$ cat src/hdl/mem_pkg.sv
package mem_pkg;

    localparam int DATA_W = 32;

    // opcodes follow the MIPS primary opcode field
    typedef enum logic [5:0] {
        OP_NONE = 6'b000000,
        OP_LB   = 6'b100000,
        OP_LH   = 6'b100001,
        OP_LW   = 6'b100011,
        OP_LBU  = 6'b100100,
        OP_LHU  = 6'b100101,
        OP_SB   = 6'b101000,
        OP_SH   = 6'b101001,
        OP_SW   = 6'b101011
    } mem_op_e;

    typedef struct packed {
        logic              en;
        mem_op_e           op;
        logic [31:0]       addr;
        logic [DATA_W-1:0] wdata;
    } mem_req_t;

    typedef struct packed {
        logic [6:0] upstream; // from earlier stages, passed through
        logic       adel;
        logic       ades;
    } except_t;

    typedef struct packed {
        logic [3:0]        wen;
        logic [DATA_W-1:0] wdata;
        logic [1:0]        rlen; // 0: 1 byte, 1: 2 bytes, 2: 4 bytes
    } lane_t;

    typedef struct packed {
        logic              en;
        logic [3:0]        wen;
        logic [1:0]        rlen;
        logic [31:0]       addr;
        logic [DATA_W-1:0] wdata;
    } sram_req_t;

    function automatic logic is_load(mem_op_e op);
        return op inside {OP_LW, OP_LB, OP_LBU, OP_LH, OP_LHU};
    endfunction

    function automatic logic is_store(mem_op_e op);
        return op inside {OP_SW, OP_SH, OP_SB};
    endfunction

endpackage

$ cat src/hdl/mem_access.sv
`timescale 1ns/10ps

module mem_access #(
    parameter logic [31:0] IO_ADDR = 32'hbfaffff0
) (
    input                                 clk,
    input                                 rst_n,
    input  mem_pkg::mem_req_t             req,
    input  mem_pkg::except_t              except_in,
    output mem_pkg::except_t              except_out,
    output mem_pkg::sram_req_t            sram,
    input  logic [mem_pkg::DATA_W-1:0]    sram_rdata,
    output logic [mem_pkg::DATA_W-1:0]    rdata,
    output logic                          rdata_valid
);

    mem_pkg::lane_t  lane;
    logic            blocked;
    logic            io_hit;
    logic            load_go;

    // context of the load in flight
    logic            ld_valid;
    mem_pkg::mem_op_e ld_op;
    logic [1:0]      ld_off;
    logic            ld_io;

    logic [7:0]      sel_byte;
    logic [15:0]     sel_half;

    mem_align_check align_inst (
        .req        (req),
        .except_in  (except_in),
        .except_out (except_out)
    );

    mem_store_format format_inst (
        .req  (req),
        .lane (lane)
    );

    assign blocked = |except_out; // any exception bit kills the access
    assign io_hit  = req.addr == IO_ADDR;
    assign load_go = req.en && !blocked && mem_pkg::is_load(req.op);

    always_comb begin
        sram.en    = req.en && !blocked && !io_hit;
        sram.wen   = lane.wen;
        sram.rlen  = lane.rlen;
        sram.addr  = req.addr;
        sram.wdata = lane.wdata;
    end

    always_ff @(posedge clk) begin
        if (!rst_n) begin
            ld_valid <= 1'b0;
        end else begin
            ld_valid <= load_go;
        end
    end

    always_ff @(posedge clk) begin
        if (load_go) begin
            ld_op  <= req.op;
            ld_off <= req.addr[1:0];
            ld_io  <= io_hit;
        end
    end

    assign sel_byte = sram_rdata[ld_off*8 +: 8];
    assign sel_half = ld_off[1] ? sram_rdata[31:16] : sram_rdata[15:0];

    always_comb begin
        rdata = '0;
        if (ld_valid && !ld_io) begin
            case (ld_op)
                mem_pkg::OP_LW:  rdata = sram_rdata;
                mem_pkg::OP_LB:  rdata = {{24{sel_byte[7]}}, sel_byte};
                mem_pkg::OP_LBU: rdata = {24'd0, sel_byte};
                mem_pkg::OP_LH:  rdata = {{16{sel_half[15]}}, sel_half};
                mem_pkg::OP_LHU: rdata = {16'd0, sel_half};
                default:         rdata = '0;
            endcase
        end
    end

    assign rdata_valid = ld_valid; // io loads also pulse, with zero data

    // every result pulse traces back to an enabled load one cycle earlier
    a_valid_after_load: assert property (@(posedge clk) disable iff (!rst_n)
        rdata_valid |-> $past(req.en && mem_pkg::is_load(req.op)))
        else $error("rdata_valid without a load in the previous cycle");

endmodule

$ cat src/hdl/mem_align_check.sv
`timescale 1ns/10ps

module mem_align_check (
    input  mem_pkg::mem_req_t req,
    input  mem_pkg::except_t  except_in,
    output mem_pkg::except_t  except_out
);

    logic half_op;
    logic word_op;
    logic misaligned;

    always_comb begin
        half_op = req.op inside {mem_pkg::OP_LH, mem_pkg::OP_LHU, mem_pkg::OP_SH};
        word_op = req.op inside {mem_pkg::OP_LW, mem_pkg::OP_SW};
        // byte accesses can sit anywhere
        misaligned = (half_op && req.addr[0]) ||
                     (word_op && (req.addr[1:0] != 2'b00));
    end

    always_comb begin
        except_out      = except_in; // upstream field unchanged
        except_out.adel = misaligned && mem_pkg::is_load(req.op);
        except_out.ades = misaligned && mem_pkg::is_store(req.op);
    end

    // an op is either a load or a store, never both
    always_comb begin
        assert final (!(except_out.adel && except_out.ades))
            else $error("adel and ades raised together for op %0h", req.op);
    end

endmodule

$ cat src/hdl/mem_store_format.sv
`timescale 1ns/10ps

module mem_store_format (
    input  mem_pkg::mem_req_t req,
    output mem_pkg::lane_t    lane
);

    logic [1:0] offset;
    logic       word_aligned;
    logic       half_aligned;

    assign offset       = req.addr[1:0];
    assign word_aligned = offset == 2'b00;
    assign half_aligned = !offset[0];

    always_comb begin
        lane = '0; // loads never write
        case (req.op)
            mem_pkg::OP_LW: begin
                lane.rlen = 2'd2;
            end
            mem_pkg::OP_LH, mem_pkg::OP_LHU: begin
                lane.rlen = 2'd1;
            end
            mem_pkg::OP_LB, mem_pkg::OP_LBU: begin
                lane.rlen = 2'd0;
            end
            mem_pkg::OP_SW: begin
                if (word_aligned) begin
                    lane.wen   = 4'b1111;
                    lane.wdata = req.wdata;
                end
            end
            mem_pkg::OP_SH: begin
                if (half_aligned) begin
                    lane.wen   = offset[1] ? 4'b1100 : 4'b0011;
                    lane.wdata = {2{req.wdata[15:0]}}; // same half in both positions
                end
            end
            mem_pkg::OP_SB: begin
                lane.wen   = 4'b0001 << offset;
                lane.wdata = {4{req.wdata[7:0]}};
            end
            default: begin
                lane = '0;
            end
        endcase
    end

    // a load or idle op must never reach the SRAM as a write
    always_comb begin
        assert final ((lane.wen == 4'b0000) || mem_pkg::is_store(req.op))
            else $error("write enables %b for non-store op %0h", lane.wen, req.op);
    end

endmodule

$ cat config.mk
export PLATFORM = sky130hd
export DESIGN_NAME = mem_access
export DESIGN_NICKNAME = d
export VERILOG_FILES = /design/src/hdl/mem_pkg.sv /design/src/hdl/mem_access.sv /design/src/hdl/mem_align_check.sv /design/src/hdl/mem_store_format.sv
export SDC_FILE = /design/constraint.sdc
export NUM_CORES = 1
export LEC_CHECK = 0
export BUFFER_PORTS_ARGS = -buffer_cell sky130_fd_sc_hd__buf_2
export CELL_PAD_IN_SITES_DETAIL_PLACEMENT = 1
export CELL_PAD_IN_SITES_GLOBAL_PLACEMENT = 2
export CORE_MARGIN = 2
export CORE_UTILIZATION = 16
export CTS_BUF_LIST = sky130_fd_sc_hd__clkbuf_16
export DETAILED_ROUTE_END_ITERATION = 10
export PLACE_DENSITY_LB_ADDON = 0.1
export SLEW_MARGIN = 20
export SYNTH_ARGS = -nofsm -noshare
export SYNTH_HDL_FRONTEND = slang
export SYNTH_SLANG_ARGS = --single-unit
$ cat constraint.sdc
create_clock -name clk -period 2.4 [get_ports clk]
set_input_delay 0.48 -clock clk [delete_from_list [all_inputs] [get_ports clk]]
set_output_delay 0.48 -clock clk [all_outputs]
set_load 0.01 [all_outputs]
==> key figures <==
Routing
  • Wire length per cell: 14.8 µm
  • TritonRoute pass-1 iters: 6
  • Drt via density: 4.24
  • Routed vias: 2662
  • DRT Wirelength: 9300 µm
  • Remaining antenna violation count after routing: 0
  • Initial drt markers: 118
  • Remaining DRCs: 0

Place
  • Post-detail-place hpwl: 7870 µm
  • Port buffer count: 224
  • Place WS: 4.49 ps
  • Final GP Congestion: 0.743

Clocking
  • Reg clk slew, reported paths: 40 ps
  • H-tree depth: 1
  • Clock sinks: 10
  • Total CTS buffers: 3
  • # hold bufs at CTS: 0
  • CTS tree: done
  • Clock tree buffer depth: 2
  • Root Driver: clkbuf_16

Timing
  • Hold WS: 475 ps
  • Setup ws final: 108 ps
  • Final hold vios: 0
  • Crit share post-route: 0.955
  • RSZ-0062 raised after global routing: true
  • Worst-margin pin slew: 485 ps
  • Worst rel slew slack: 0.676
  • # setup viols final: 0
  • Slew Limit Fails: 0
  • Final min period: 2290 ps
  • FMAX: 0.436 GHz
  • Setup TNS: 0 ps

Yosys
  • EDFF count, synth: 9
  • Seq/Total Area, Yosys: 0.143
  • Async SR Flop Fraction: 0
  • Mapped cell area: 2040 µm²
  • Synth warnings: 0
  • Syn_nets: 375
  • Post-synth cell types: 47
  • Post-synth top flop: edfxtp_1
  • Register bit total from synthesis: 10
  • Syn Area/Cell: 7.80 µm²
  • Synth Instances: 261

Global routing
  • Vias in the first global route: 2620
  • Initial antenna violation count: 0
  • Pin count of the biggest net entering global routing: 25
  • First-pass GRT wire length: 13500 µm
  • GRT Resource Usage Total: 0.125
  • GRT overflow: 0

Min path
  • Hold path depth: 1
  • Hold WC Path Type: primary input to register

Cells and area
  • Multi-input logic area: 1440 µm²
  • Fin nets: 571
  • Fin util: 0.266
  • Reg area: 290 µm²
  • Antenna diode count: 0
  • Area growth syn-to-layout: 63.2%
  • Fraction of layout cells with a size suffix above 1: 0.586
  • Fillers: 1596

Worst setup path
  • Slowest stage delay, CP: 480 ps
  • CP top delay family: flip-flops
  • CP Class: register to output port
  • CP Data Required Time: 1920 ps
  • WP depth: 6
  • Crit-path max FO: 6
  • Critical path launch point type: register
  • CP Buf/Inv Count: 2
  • CP endpoint kind: output port
  • Slowest cell on crit path: edfxtp_1
  • CP dominant cell by count: nor2b_2
  • Arr. time, crit path: 1810 ps
  • CP Cell Sequence: nor2b_2 > nor2b_2 > buf_4 > a22oi_1 > a21oi_1 > buf_2

Die
  • Initial Util: 0.163
  • Top Ports: 227
  • Core area: 12500 µm²
  • Die X: 117 µm
  • Die area: 13600 µm²
  • Die Ht: 117 µm
  • Row cnt: 41

Status
  • Status: finished, final reports clean

Power
  • Total power draw: 0.718 mW
  • Leakage power total: 1.73 nW
  • Power Dens Cells: 216 nW/µm²
  • Max rail drop VDD: 0.000153 V

Run
  • Max cap viols: 0
-- registers in the layout (all words and copies together), names as in the netlist --
| signal | count |
|---|---|
| ld_io | 1 |
| ld_op | 6 |
| ld_off | 2 |
| rdata_valid | 1 |
-- power breakdown --
part	internal (mW)	switching [mW]	total [mW]
Combinational	0.118	0.126	0.244
Sequential	0.190	0.0000833	0.190
Clock	0.217	0.0674	0.285
-- cells in the mapped netlist (all sizes together), types with 2 or more instances --
| cell | count | area [µm²] |
|---|---|---|
| a21o | 9 | 67.6 |
| a21oi | 27 | 139 |
| a221o | 8 | 80.1 |
| a22o | 15 | 131 |
| a22oi | 9 | 67.6 |
| and2 | 16 | 100 |
| and4 | 2 | 17.5 |
| buf | 47 | 349 |
| clkbuf | 5 | 18.8 |
| edfxtp | 9 | 270 |
| inv | 3 | 11.3 |
| mux2i | 18 | 180 |
| nand2 | 29 | 109 |
| nand2b | 4 | 25.0 |
| nand4 | 4 | 25.0 |
| nand4bb | 3 | 38.8 |
| nor2 | 10 | 40.0 |
| nor2b | 9 | 56.3 |
| nor3 | 7 | 51.3 |
| nor3b | 3 | 27.5 |
| nor4 | 6 | 52.6 |
| o21ai | 5 | 28.8 |
-- metal layers --
layer / up-vias / track usage / share of wire
met1: 1218 / 0.156 / 0.43
met4: 0 / 0.0259 / 0.0051
li1: 1322 / - / -
met3: 2 / 0.0191 / 0.071
met2: 120 / 0.229 / 0.49
met5: - / 0 / 0
-- path summary, 6_finish.rpt --
path | from | slack [ps] | end
setup / recovery | ld_op[1] | 110 | rdata[10]
hold / removal | req[69] | 470 | ld_op[5]
-- cell families (layout without fill, tap and decap cells) --
logic type	Yosys count	in the layout	synth area share
xor+xnor	1	1	0.00430
compound gates	78	78	0.287
flops	10	10	0.143
mux	19	19	0.0940
buf+inv	55	250	0.186
simple gates	98	98	0.286
-- stage by stage --
step                      instance area [µm²]  cells
after detailed placement                 3150    621
after floorplan                          2040    261
after global routing                     3320    628
final                                    3320    628
after CTS                                3250    625
after global placement                   3150    621
-- timing repair --
| item | CTS | global route |
|---|---|---|
| endpoints found under the setup margin | 30 | 45 |
| resized for setup | 6 | 8 |
| gates cloned | 0 | 0 |
| pin swaps | 1 | 0 |
| buffers inserted | 0 | 3 |
-- cell usage in the layout, fill, tap and decap left out, types with 2 or more instances in the layout --
cell type  instances
buf_12             2
nor2_1             9
nor3_4             2
nor2b_2            4
buf_4             17
a221o_1            8
and4_1             2
nor3_1             5
a21oi_1           26
buf_2            224
nand2_1           28
and2_1            16
nand2b_1           4
mux2i_1           18
o21ai_0            4
nor4_1             5
nand4_1            4
edfxtp_1           9
a22oi_1            9
a22o_1            15
inv_1              3
clkbuf_16          3
a21o_1             9
nor2b_1            5
-- area by class of cell --
| type | count | area share |
|---|---|---|
| timing repair buffer | 243 | 0.388 |
| clock inverter | 1 | 0.00113 |
| sequential | 10 | 0.0873 |
| tap | 172 | 0.0647 |
| clock buffer | 3 | 0.0226 |
| inverter | 3 | 0.00339 |
| multi-input combinational | 196 | 0.433 |
(Power assumes the default switching activity.)
